[src/alc_pkg.sv]
package alc_pkg;

	//////////////////////////////
	// Flash geometry and data path
	localparam int FLASH_ADDR_W = 23;
	localparam int DATA_W = 16;
	localparam int CNT_W = 6;
	localparam int CONST_COUNT = 34;
	// Last parameter block of the device
	localparam logic [FLASH_ADDR_W-1:0] PARAM_BLOCK_BASE = 23'h7FC000;
	localparam logic [DATA_W-1:0] READ_ARRAY_CMD = 16'h00FF;
	localparam int RD_TIMEOUT = 64;
	localparam int TMO_W = $clog2(RD_TIMEOUT + 1);
	localparam int CMD_CYCLES = 2;
	localparam int CMD_CNT_W = $clog2(CMD_CYCLES + 1);

	//////////////////////////////
	// Host register map
	localparam int AXI_ADDR_W = 8;
	localparam logic [AXI_ADDR_W-1:0] REG_CTRL = 8'h00;
	localparam logic [AXI_ADDR_W-1:0] REG_STATUS = 8'h04;
	localparam logic [AXI_ADDR_W-1:0] REG_COUNT = 8'h08;
	localparam logic [AXI_ADDR_W-1:0] REG_CONST_BASE = 8'h40;
	localparam logic [1:0] RESP_OKAY = 2'b00;
	localparam logic [1:0] RESP_SLVERR = 2'b10;

	// Status bit positions
	localparam int ST_RUNNING = 0;
	localparam int ST_COMPLETED = 1;
	localparam int ST_ABORTED = 2;

	typedef enum logic [1:0] {OP_NOP = 2'b00, OP_READ = 2'b10} bpi_op_e;
	typedef enum logic [2:0] {AL_IDLE, AL_ISSUE, AL_WAIT, AL_NEXT, AL_FINISH} al_state_e;

endpackage

[src/auto_load_fsm.sv]
`timescale 1ns/10ps

module auto_load_fsm (
	input  logic CLK,
	input  logic RST,
	input  logic start,
	input  logic busy,
	input  logic rd_valid,
	output logic [alc_pkg::CNT_W-1:0] al_cnt,
	output logic execute,
	output logic al_ena,
	output logic completed,
	output logic aborted,
	output logic seq_abort
);
	import alc_pkg::*;

	al_state_e state;
	logic [TMO_W-1:0] tmo_cnt;
	logic timeout;

	// Read took too long while the sequencer still reports busy
	assign timeout = (state == AL_WAIT) && busy && !rd_valid
		&& (tmo_cnt == TMO_W'(RD_TIMEOUT - 1));

	// One cycle request, only when the sequencer is free
	assign execute = (state == AL_ISSUE) && !busy;
	assign completed = (state == AL_FINISH);
	assign aborted = timeout;
	// Same event, sent back to the sequencer to drop its operation
	assign seq_abort = timeout;

	//////////////////////////////
	// Load sequencing
	always_ff @(posedge CLK or posedge RST) begin
		if (RST) begin
			state <= AL_IDLE;
			al_cnt <= '0;
			al_ena <= 1'b0;
			tmo_cnt <= '0;
		end else begin
			case (state)
				AL_IDLE: begin
					if (start) begin
						state <= AL_ISSUE;
						al_cnt <= '0;
						al_ena <= 1'b1;
					end
				end
				AL_ISSUE: begin
					if (!busy) begin
						state <= AL_WAIT;
						tmo_cnt <= '0;
					end
				end
				AL_WAIT: begin
					if (rd_valid) begin
						state <= AL_NEXT;
					end else if (timeout) begin
						// Word counter stays on the failing word
						state <= AL_IDLE;
						al_ena <= 1'b0;
					end else if (busy) begin
						tmo_cnt <= tmo_cnt + 1'b1;
					end
				end
				AL_NEXT: begin
					al_cnt <= al_cnt + 1'b1;
					if (al_cnt == CNT_W'(CONST_COUNT - 1)) begin
						state <= AL_FINISH;
					end else begin
						state <= AL_ISSUE;
					end
				end
				AL_FINISH: begin
					state <= AL_IDLE;
					al_ena <= 1'b0;
				end
				default: begin
					state <= AL_IDLE;
					al_ena <= 1'b0;
				end
			endcase
		end
	end

endmodule

[src/auto_load_const.sv]
`timescale 1ns/10ps

module auto_load_const (
	input  logic CLK,
	input  logic RST,
	input  logic start,
	input  logic busy,
	input  logic rd_valid,
	input  logic [alc_pkg::DATA_W-1:0] rd_data,
	input  logic [alc_pkg::CNT_W-1:0] const_idx,
	output logic [alc_pkg::FLASH_ADDR_W-1:0] al_addr,
	output logic [alc_pkg::DATA_W-1:0] al_cmd_data,
	output alc_pkg::bpi_op_e al_op,
	output logic execute,
	output logic seq_abort,
	output logic [2:0] al_status,
	output logic [alc_pkg::CNT_W-1:0] al_cnt,
	output logic [alc_pkg::DATA_W-1:0] const_data
);
	import alc_pkg::*;

	logic al_ena;
	logic completed;
	logic aborted;
	logic [DATA_W-1:0] const_bank [CONST_COUNT];

	// Block base is aligned, so the counter fills the low bits
	assign al_addr = {PARAM_BLOCK_BASE[FLASH_ADDR_W-1:CNT_W], al_cnt};
	assign al_cmd_data = READ_ARRAY_CMD;
	assign al_op = OP_READ;

	//////////////////////////////
	// Load status
	always_ff @(posedge CLK or posedge RST) begin
		if (RST) begin
			al_status <= 3'b000;
		end else if (aborted) begin
			al_status <= 3'b000;
			al_status[ST_ABORTED] <= 1'b1;
		end else if (completed) begin
			al_status <= 3'b000;
			al_status[ST_COMPLETED] <= 1'b1;
		end else if (start && !al_status[ST_RUNNING]) begin
			al_status <= 3'b000;
			al_status[ST_RUNNING] <= 1'b1;
		end
	end

	// Constant bank, old words survive an abort
	always_ff @(posedge CLK or posedge RST) begin
		if (RST) begin
			for (int i = 0; i < CONST_COUNT; i++) begin
				const_bank[i] <= '0;
			end
		end else if (rd_valid && al_ena && (al_cnt < CNT_W'(CONST_COUNT))) begin
			const_bank[al_cnt] <= rd_data;
		end
	end

	assign const_data = (const_idx < CNT_W'(CONST_COUNT)) ? const_bank[const_idx] : '0;

	auto_load_fsm u_fsm (
		.CLK       (CLK),
		.RST       (RST),
		.start     (start),
		.busy      (busy),
		.rd_valid  (rd_valid),
		.al_cnt    (al_cnt),
		.execute   (execute),
		.al_ena    (al_ena),
		.completed (completed),
		.aborted   (aborted),
		.seq_abort (seq_abort)
	);

endmodule

[src/bpi_sequencer.sv]
`timescale 1ns/10ps

module bpi_sequencer (
	input  logic CLK,
	input  logic RST,
	input  logic execute,
	input  logic abort,
	input  alc_pkg::bpi_op_e op,
	input  logic [alc_pkg::FLASH_ADDR_W-1:0] addr,
	input  logic [alc_pkg::DATA_W-1:0] cmd_data,
	output logic busy,
	output logic rd_valid,
	output logic [alc_pkg::DATA_W-1:0] rd_data,
	output logic [alc_pkg::FLASH_ADDR_W-1:0] flash_addr,
	output logic [alc_pkg::DATA_W-1:0] flash_dq_out,
	output logic flash_dq_oe,
	input  logic [alc_pkg::DATA_W-1:0] flash_dq_in,
	output logic flash_ce_n,
	output logic flash_oe_n,
	output logic flash_we_n,
	input  logic flash_rdy
);
	import alc_pkg::*;

	typedef enum logic [1:0] {SQ_IDLE, SQ_CMD, SQ_GAP, SQ_READ} sq_state_e;

	sq_state_e state;
	logic [CMD_CNT_W-1:0] cmd_cnt;
	logic start_rd;
	logic capture;

	// NOP requests fall through here and never leave idle
	assign start_rd = (state == SQ_IDLE) && execute && (op == OP_READ) && !abort;
	assign capture = (state == SQ_READ) && flash_rdy && !abort;

	//////////////////////////////
	// Strobe sequencing
	always_ff @(posedge CLK or posedge RST) begin
		if (RST) begin
			state <= SQ_IDLE;
			cmd_cnt <= '0;
			busy <= 1'b0;
			rd_valid <= 1'b0;
			flash_dq_oe <= 1'b0;
			flash_ce_n <= 1'b1;
			flash_oe_n <= 1'b1;
			flash_we_n <= 1'b1;
		end else if (abort) begin
			state <= SQ_IDLE;
			busy <= 1'b0;
			rd_valid <= 1'b0;
			flash_dq_oe <= 1'b0;
			flash_ce_n <= 1'b1;
			flash_oe_n <= 1'b1;
			flash_we_n <= 1'b1;
		end else begin
			rd_valid <= 1'b0;
			case (state)
				SQ_IDLE: begin
					if (start_rd) begin
						// Command write of the read-array code
						state <= SQ_CMD;
						cmd_cnt <= '0;
						busy <= 1'b1;
						flash_ce_n <= 1'b0;
						flash_we_n <= 1'b0;
						flash_dq_oe <= 1'b1;
					end
				end
				SQ_CMD: begin
					if (cmd_cnt == CMD_CNT_W'(CMD_CYCLES - 1)) begin
						state <= SQ_GAP;
						flash_we_n <= 1'b1;
					end else begin
						cmd_cnt <= cmd_cnt + 1'b1;
					end
				end
				SQ_GAP: begin
					state <= SQ_READ;
					flash_dq_oe <= 1'b0;
					flash_oe_n <= 1'b0;
				end
				SQ_READ: begin
					if (capture) begin
						state <= SQ_IDLE;
						busy <= 1'b0;
						rd_valid <= 1'b1;
						flash_oe_n <= 1'b1;
						flash_ce_n <= 1'b1;
					end
				end
				default: state <= SQ_IDLE;
			endcase
		end
	end

	// Address and data held for the whole operation
	always_ff @(posedge CLK) begin
		if (start_rd) begin
			flash_addr <= addr;
			flash_dq_out <= cmd_data;
		end
		if (capture) begin
			rd_data <= flash_dq_in;
		end
	end

endmodule

[src/axi_lite_regs.sv]
`timescale 1ns/10ps

module axi_lite_regs (
	input  logic CLK,
	input  logic RST,
	input  logic [alc_pkg::AXI_ADDR_W-1:0] awaddr,
	input  logic awvalid,
	output logic awready,
	input  logic [31:0] wdata,
	input  logic [3:0] wstrb,
	input  logic wvalid,
	output logic wready,
	output logic [1:0] bresp,
	output logic bvalid,
	input  logic bready,
	input  logic [alc_pkg::AXI_ADDR_W-1:0] araddr,
	input  logic arvalid,
	output logic arready,
	output logic [31:0] rdata,
	output logic [1:0] rresp,
	output logic rvalid,
	input  logic rready,
	output logic load_start,
	input  logic [2:0] al_status,
	input  logic [alc_pkg::CNT_W-1:0] al_cnt,
	output logic [alc_pkg::CNT_W-1:0] const_idx,
	input  logic [alc_pkg::DATA_W-1:0] const_data
);
	import alc_pkg::*;

	logic idle;
	logic wr_pair;
	logic wr_go;
	logic rd_go;
	logic wr_mapped;
	logic rd_mapped;
	logic [31:0] rd_word;
	logic [AXI_ADDR_W-1:0] const_off;

	// Word aligned and inside the constant window
	function automatic logic in_const_win(input logic [AXI_ADDR_W-1:0] a);
		return (a >= REG_CONST_BASE) && (a[1:0] == 2'b00)
			&& (int'(a) < int'(REG_CONST_BASE) + 4 * CONST_COUNT);
	endfunction

	//////////////////////////////
	// Handshake, one transaction at a time
	assign idle = !bvalid && !rvalid;
	assign wr_pair = awvalid && wvalid;
	assign wr_go = idle && wr_pair;
	// Writes win when both arrive together
	assign rd_go = idle && arvalid && !wr_pair;
	assign awready = idle && wvalid;
	assign wready = idle && awvalid;
	assign arready = rd_go;

	assign const_off = araddr - REG_CONST_BASE;
	assign const_idx = const_off[CNT_W+1:2];

	assign wr_mapped = (awaddr == REG_CTRL) || (awaddr == REG_STATUS)
		|| (awaddr == REG_COUNT) || in_const_win(awaddr);

	// Read mux
	always_comb begin
		rd_word = '0;
		rd_mapped = 1'b1;
		if (araddr == REG_CTRL) begin
			rd_word = '0;
		end else if (araddr == REG_STATUS) begin
			rd_word = 32'(al_status);
		end else if (araddr == REG_COUNT) begin
			rd_word = 32'(al_cnt);
		end else if (in_const_win(araddr)) begin
			rd_word = 32'(const_data);
		end else begin
			rd_mapped = 1'b0;
		end
	end

	// Write response and start pulse
	always_ff @(posedge CLK or posedge RST) begin
		if (RST) begin
			bvalid <= 1'b0;
			bresp <= RESP_OKAY;
			load_start <= 1'b0;
		end else begin
			load_start <= wr_go && (awaddr == REG_CTRL) && wstrb[0] && wdata[0];
			if (wr_go) begin
				bvalid <= 1'b1;
				bresp <= wr_mapped ? RESP_OKAY : RESP_SLVERR;
			end else if (bready) begin
				bvalid <= 1'b0;
			end
		end
	end

	// Read response
	always_ff @(posedge CLK or posedge RST) begin
		if (RST) begin
			rvalid <= 1'b0;
			rresp <= RESP_OKAY;
		end else if (rd_go) begin
			rvalid <= 1'b1;
			rresp <= rd_mapped ? RESP_OKAY : RESP_SLVERR;
		end else if (rready) begin
			rvalid <= 1'b0;
		end
	end

	always_ff @(posedge CLK) begin
		if (rd_go) begin
			rdata <= rd_word;
		end
	end

endmodule

[src/alc_top.sv]
`timescale 1ns/10ps

module alc_top (
	input  logic CLK,
	input  logic RST,
	input  logic [alc_pkg::AXI_ADDR_W-1:0] awaddr,
	input  logic awvalid,
	output logic awready,
	input  logic [31:0] wdata,
	input  logic [3:0] wstrb,
	input  logic wvalid,
	output logic wready,
	output logic [1:0] bresp,
	output logic bvalid,
	input  logic bready,
	input  logic [alc_pkg::AXI_ADDR_W-1:0] araddr,
	input  logic arvalid,
	output logic arready,
	output logic [31:0] rdata,
	output logic [1:0] rresp,
	output logic rvalid,
	input  logic rready,
	output logic [alc_pkg::FLASH_ADDR_W-1:0] flash_addr,
	output logic [alc_pkg::DATA_W-1:0] flash_dq_out,
	output logic flash_dq_oe,
	input  logic [alc_pkg::DATA_W-1:0] flash_dq_in,
	output logic flash_ce_n,
	output logic flash_oe_n,
	output logic flash_we_n,
	input  logic flash_rdy
);
	import alc_pkg::*;

	logic load_start;
	logic [2:0] al_status;
	logic [CNT_W-1:0] al_cnt;
	logic [CNT_W-1:0] const_idx;
	logic [DATA_W-1:0] const_data;
	logic [FLASH_ADDR_W-1:0] al_addr;
	logic [DATA_W-1:0] al_cmd_data;
	bpi_op_e al_op;
	logic execute;
	logic seq_abort;
	logic busy;
	logic rd_valid;
	logic [DATA_W-1:0] rd_data;

	//////////////////////////////
	// Host side
	axi_lite_regs u_regs (
		.CLK        (CLK),
		.RST        (RST),
		.awaddr     (awaddr),
		.awvalid    (awvalid),
		.awready    (awready),
		.wdata      (wdata),
		.wstrb      (wstrb),
		.wvalid     (wvalid),
		.wready     (wready),
		.bresp      (bresp),
		.bvalid     (bvalid),
		.bready     (bready),
		.araddr     (araddr),
		.arvalid    (arvalid),
		.arready    (arready),
		.rdata      (rdata),
		.rresp      (rresp),
		.rvalid     (rvalid),
		.rready     (rready),
		.load_start (load_start),
		.al_status  (al_status),
		.al_cnt     (al_cnt),
		.const_idx  (const_idx),
		.const_data (const_data)
	);

	auto_load_const u_auto_load (
		.CLK         (CLK),
		.RST         (RST),
		.start       (load_start),
		.busy        (busy),
		.rd_valid    (rd_valid),
		.rd_data     (rd_data),
		.const_idx   (const_idx),
		.al_addr     (al_addr),
		.al_cmd_data (al_cmd_data),
		.al_op       (al_op),
		.execute     (execute),
		.seq_abort   (seq_abort),
		.al_status   (al_status),
		.al_cnt      (al_cnt),
		.const_data  (const_data)
	);

	//////////////////////////////
	// Flash side
	bpi_sequencer u_bpi (
		.CLK          (CLK),
		.RST          (RST),
		.execute      (execute),
		.abort        (seq_abort),
		.op           (al_op),
		.addr         (al_addr),
		.cmd_data     (al_cmd_data),
		.busy         (busy),
		.rd_valid     (rd_valid),
		.rd_data      (rd_data),
		.flash_addr   (flash_addr),
		.flash_dq_out (flash_dq_out),
		.flash_dq_oe  (flash_dq_oe),
		.flash_dq_in  (flash_dq_in),
		.flash_ce_n   (flash_ce_n),
		.flash_oe_n   (flash_oe_n),
		.flash_we_n   (flash_we_n),
		.flash_rdy    (flash_rdy)
	);

endmodule

[config.mk]
export PLATFORM = sky130hd
export DESIGN_NAME = alc_top
export DESIGN_NICKNAME = d
export VERILOG_FILES = /design/src/alc_pkg.sv /design/src/auto_load_fsm.sv /design/src/auto_load_const.sv /design/src/bpi_sequencer.sv /design/src/axi_lite_regs.sv /design/src/alc_top.sv
export SDC_FILE = /design/constraint.sdc
export NUM_CORES = 1
export LEC_CHECK = 0
export BUFFER_PORTS_ARGS = -buffer_cell sky130_fd_sc_hd__buf_2
export CAP_MARGIN = 20
export CORE_MARGIN = 3
export CORE_UTILIZATION = 30
export DETAILED_ROUTE_END_ITERATION = 8
export MAX_ROUTING_LAYER = met4
export PLACE_DENSITY_LB_ADDON = 0.15
export SYNTH_ARGS = -nofsm -noshare
export SYNTH_HDL_FRONTEND = slang
export SYNTH_HIERARCHICAL = 1
export SYNTH_SLANG_ARGS = --single-unit
[constraint.sdc]
create_clock -name CLK -period 29 [get_ports CLK]
set_input_delay 0 -clock CLK [delete_from_list [all_inputs] [get_ports CLK]]
set_output_delay 0 -clock CLK [all_outputs]
set_load 0.01 [all_outputs]
==> flow_summary.yaml <==
floorplanning:
  pin_count: 160
  fp-row-count: 115
  design.core.area_sq_um: 99100
  dieHeight_um: 323
  start_util_pct: 30.5
  dieArea_sq_um: 105000
  die_w_um: 323
power_and_ir_drop:
  power_uw: 2070
  pwr-share-seq_pct: 46.7
  cellLeakagePower_uw: 0.0166
  vdd_drop_max_mv: 0.0380
  internal_power_uw: 1540
  power.clock.fraction_pct: 44.3
  p_sw_uw: 528
  power_density_nw_per_um2: 59.4
  switching_share_pct: 25.5
  pwr-share-comb_pct: 9.0
grt:
  grt_max_degree: 194
  met3_usage_pct: 2.48
  use_met2_pct: 27.0
  grt-busiest-layer: "met2"
  grt-ovfl-total: 0
  grt_pass1_vias: 18810
  grt_pass1_wl_mm: 123
  use_met1_pct: 20.7
  grt_use_total_pct: 16.3
  antenna_found_initial: 2
setup_path:
  slowest_stage: "and2_1"
  endpoint_kind: "register"
  worstSetupPathType: "input pin to register"
  rr_worst_depth: 3
  crit_chain: "dlygate4sd3_1, buf_4, buf_4, buf_4, and2_1, nand2_1, nand4_1, a32oi_1, nand3_1, a22oi_1, dlygate4sd3_1"
  crit_path_start: "araddr[3]"
  path_max_fanout: 46
  arrival_ns: 3.99
  path_common_cell: "buf_4"
  max_stage_delay_ns: 0.75
  critPathLaunchType: "input pin"
  cp.required_ns: 29.37
  r2r_start: "u_auto_load/u_fsm/al_cnt[1]$_DFFE_PP0P_"
synth:
  ys_seq_area_share_pct: 55.0
  syn_avg_cell_area_sq_um: 14.4
  synth_top_cell_by_area: "dfrtp_1"
  synth-edff-count: 71
  synth.area.top_cells: "dfrtp_1 48%, mux2_2 20%, edfxtp_1 7.1%"
  synth_area_sq_um: 30200
  yosysWarnings: 6
  synthArstFlopShare_pct: 89.1
  synth_ff_type: "dfrtp_1"
  syn_inst: 2099
  synth_top_cell_area_share_pct: 47.7
  synth_cell_types: 77
  synth-seq-cells: 650
detailed_routing:
  detail_route.wl_per_cell_um: 23.1
  wl_mm: 82.4
  drtAntennaViolNets: 0
  vias_per_cell: 4.94
  first_pass_iters: 7
  drcViolationCount: 0
  drt_iter0_markers: 1068
  num_vias: 17592
sta:
  final-hold-violation-count: 0
  skew_ns: 0.0264
  fin_crit_sh_pct: 12.5
  setup_viol: 0
  max-slew-margin-rel_pct: 27.1
  clock.fmax_ghz: 0.276
  setup_slack_ns: 25.37
  period_minus_slack_ns: 3.63
  tns_ns: 0
  final_max_slew_viol_count: 0
  worst_pin_slew_ns: 1.09
  rsz0062_at_grt: "no"
place:
  io_buffer_count: 107
  gp_congestion: 0.768
  dp_hpwl_mm: 50.9
  pre_cts_slack_ns: 25.26
  placed_cell_area_sq_um: 31800
worst_hold_path:
  hp-class: "input pin to register"
  min-delay-start: "flash_dq_in[15]"
  holdPathStages: 2
clock_tree:
  clock-sinks: 650
  cts_buffer_depth: 3
  htree_levels: 3
  cts_buffers: 74
  cts_tree: "yes"
  cts_setup_buffers: 0
  clkTransAtPathRegs_ns: 0.06
  cts_root_buffer: "clkbuf_16"
  insertion_delay_ns: 0.62
finish:
  drive_above_1_share_pct: 41.8
  fillers: 9514
  synthToLayoutAreaGrowth_pct: 15.2
  finalInstanceArea_sq_um: 34800
  nets: 2300
outcome:
  status: "complete, no violations"
run:
  maxCapViolCount: 0
[worst max-delay path: cells and delay by family]
kind / cells / cell delay [ns]
compound gates: 2 / 0.23
buf+inv: 5 / 2.53
simple gates: 4 / 1.16
[area by class of cell]
| cell class | count | area [sq um] | share of cell area, % |
|---|---|---|---|
| flip-flops and latches | 650 | 16600 | 47.7 |
| repair buffers | 202 | 1650 | 4.74 |
| well taps | 1287 | 1610 | 4.62 |
| inverters | 21 | 86.3 | 0.248 |
| multi-input cells | 1264 | 12500 | 35.9 |
| diodes | 1 | 2.50 | 0.00718 |
| clock inverters | 20 | 200 | 0.575 |
| clock buffers | 116 | 2170 | 6.23 |
[routing by layer]
layer / up-vias / share of wire [%] / wire (um)
li1: 7818 / - / -
met1: 9410 / 45 / 36900
met2: 259 / 49 / 40600
met3: 105 / 3.6 / 2970
met4: 0 / 2.3 / 1920
met5: - / 0 / 0
[registers in the layout (all words and copies together), names as in the netlist, 3 cells and up]
name,flops
u_auto_load/al_status,3
u_auto_load/const_bank,544
u_auto_load/u_fsm/al_cnt,6
u_auto_load/u_fsm/state,3
u_auto_load/u_fsm/tmo_cnt,7
u_bpi/flash_addr,23
u_bpi/flash_dq_out,16
u_bpi/rd_data,16
u_regs/rdata,16
[synth_stat cells, types with 13 or more instances]
cell type and number:
dfrtp_1 576, mux2_2 535, mux2i_1 116, buf_4 82, mux4_2 80, clkbuf_1 71
edfxtp_1 71, nand2_1 69, buf_2 38, a21oi_1 33, a22oi_1 33, mux2_1 28
nand3_1 27, and3_1 26, nor2_1 26, nor2b_1 21, inv_1 20, nor2_2 18
o21ai_0 18, buf_6 13
[placed cells by master, fill, tap and decap left out, drive strengths merged, types with 14 or more instances in the layout]
cell / Yosys / layout
nor2: 50 / 50
a22oi: 33 / 33
o21ai: 22 / 22
nand3: 29 / 29
mux4: 80 / 80
clkbuf: 73 / 116
a21oi: 33 / 33
clkinv: 1 / 14
mux2: 563 / 563
mux2i: 116 / 116
conb: 3 / 53
dfrtp: 576 / 576
buf: 141 / 162
nor2b: 22 / 22
nand2: 76 / 76
dlygate4sd3: 0 / 40
inv: 20 / 23
and3: 26 / 26
edfxtp: 71 / 71
[repair_timing]
item | 4_1_cts | 5_1_grt
resized for setup | 0 | 0
hold buffers | 40 | 0
endpoints found under the hold margin | 192 | 0
[power groups by stage]
stage	registers [uW]	logic (uW)	clock network (uW)
2_1_floorplan	976	123	0
3_3_place_gp	992	160	0
3_5_place_dp	989	171	0
4_1_cts	973	177	952
5_1_grt	969	205	989
6_report	966	186	916
[cells by family (layout without fill, tap and decap cells)]
group	count (synthesis)	count (layout)	synth area share, %
flops	650	650	55.0
buf+inv	235	359	4.53
xor+xnor	1	1	0.0290
mux	759	759	30.8
simple gates	278	278	5.46
fa+ha+maj	11	11	0.455
other cells	3	54	0.0372
compound gates	162	162	3.74
[path summary, 6_finish.rpt]
| check | to | slack, ns |
|---|---|---|
| max | u_regs/rdata[0]$_SDFFCE_PP0P_ | 25.37 |
| min | u_bpi/rd_data[15]$_DFFE_PN_ | 0.09 |
| max reg2reg | u_auto_load/const_bank[26]$_DFFE_PP0P_ | 26.08 |
| min reg2reg | u_auto_load/const_bank[23]$_DFFE_PP0P_ | 0.48 |
| max in group asynchronous | u_auto_load/const_bank[263]$_DFFE_PP0P_ | 26.44 |
| min in group asynchronous | u_auto_load/u_fsm/al_cnt[2]$_DFFE_PP0P_ | 0.12 |
[through the flow]
| stage | hold slack, ns | util, % | std cells |
|---|---|---|---|
| final | 0.0920 | 35.1 | 3561 |
| after global routing | 0.0683 | 35.1 | 3560 |
| after CTS | 0.0430 | 34.9 | 3551 |
| after detailed placement | 0.0117 | 32.1 | 3375 |
| after global placement | 0.0157 | 32.0 | 3368 |
| after floorplan | -0.221 | - | 2149 |
(Power assumes the default switching activity.)
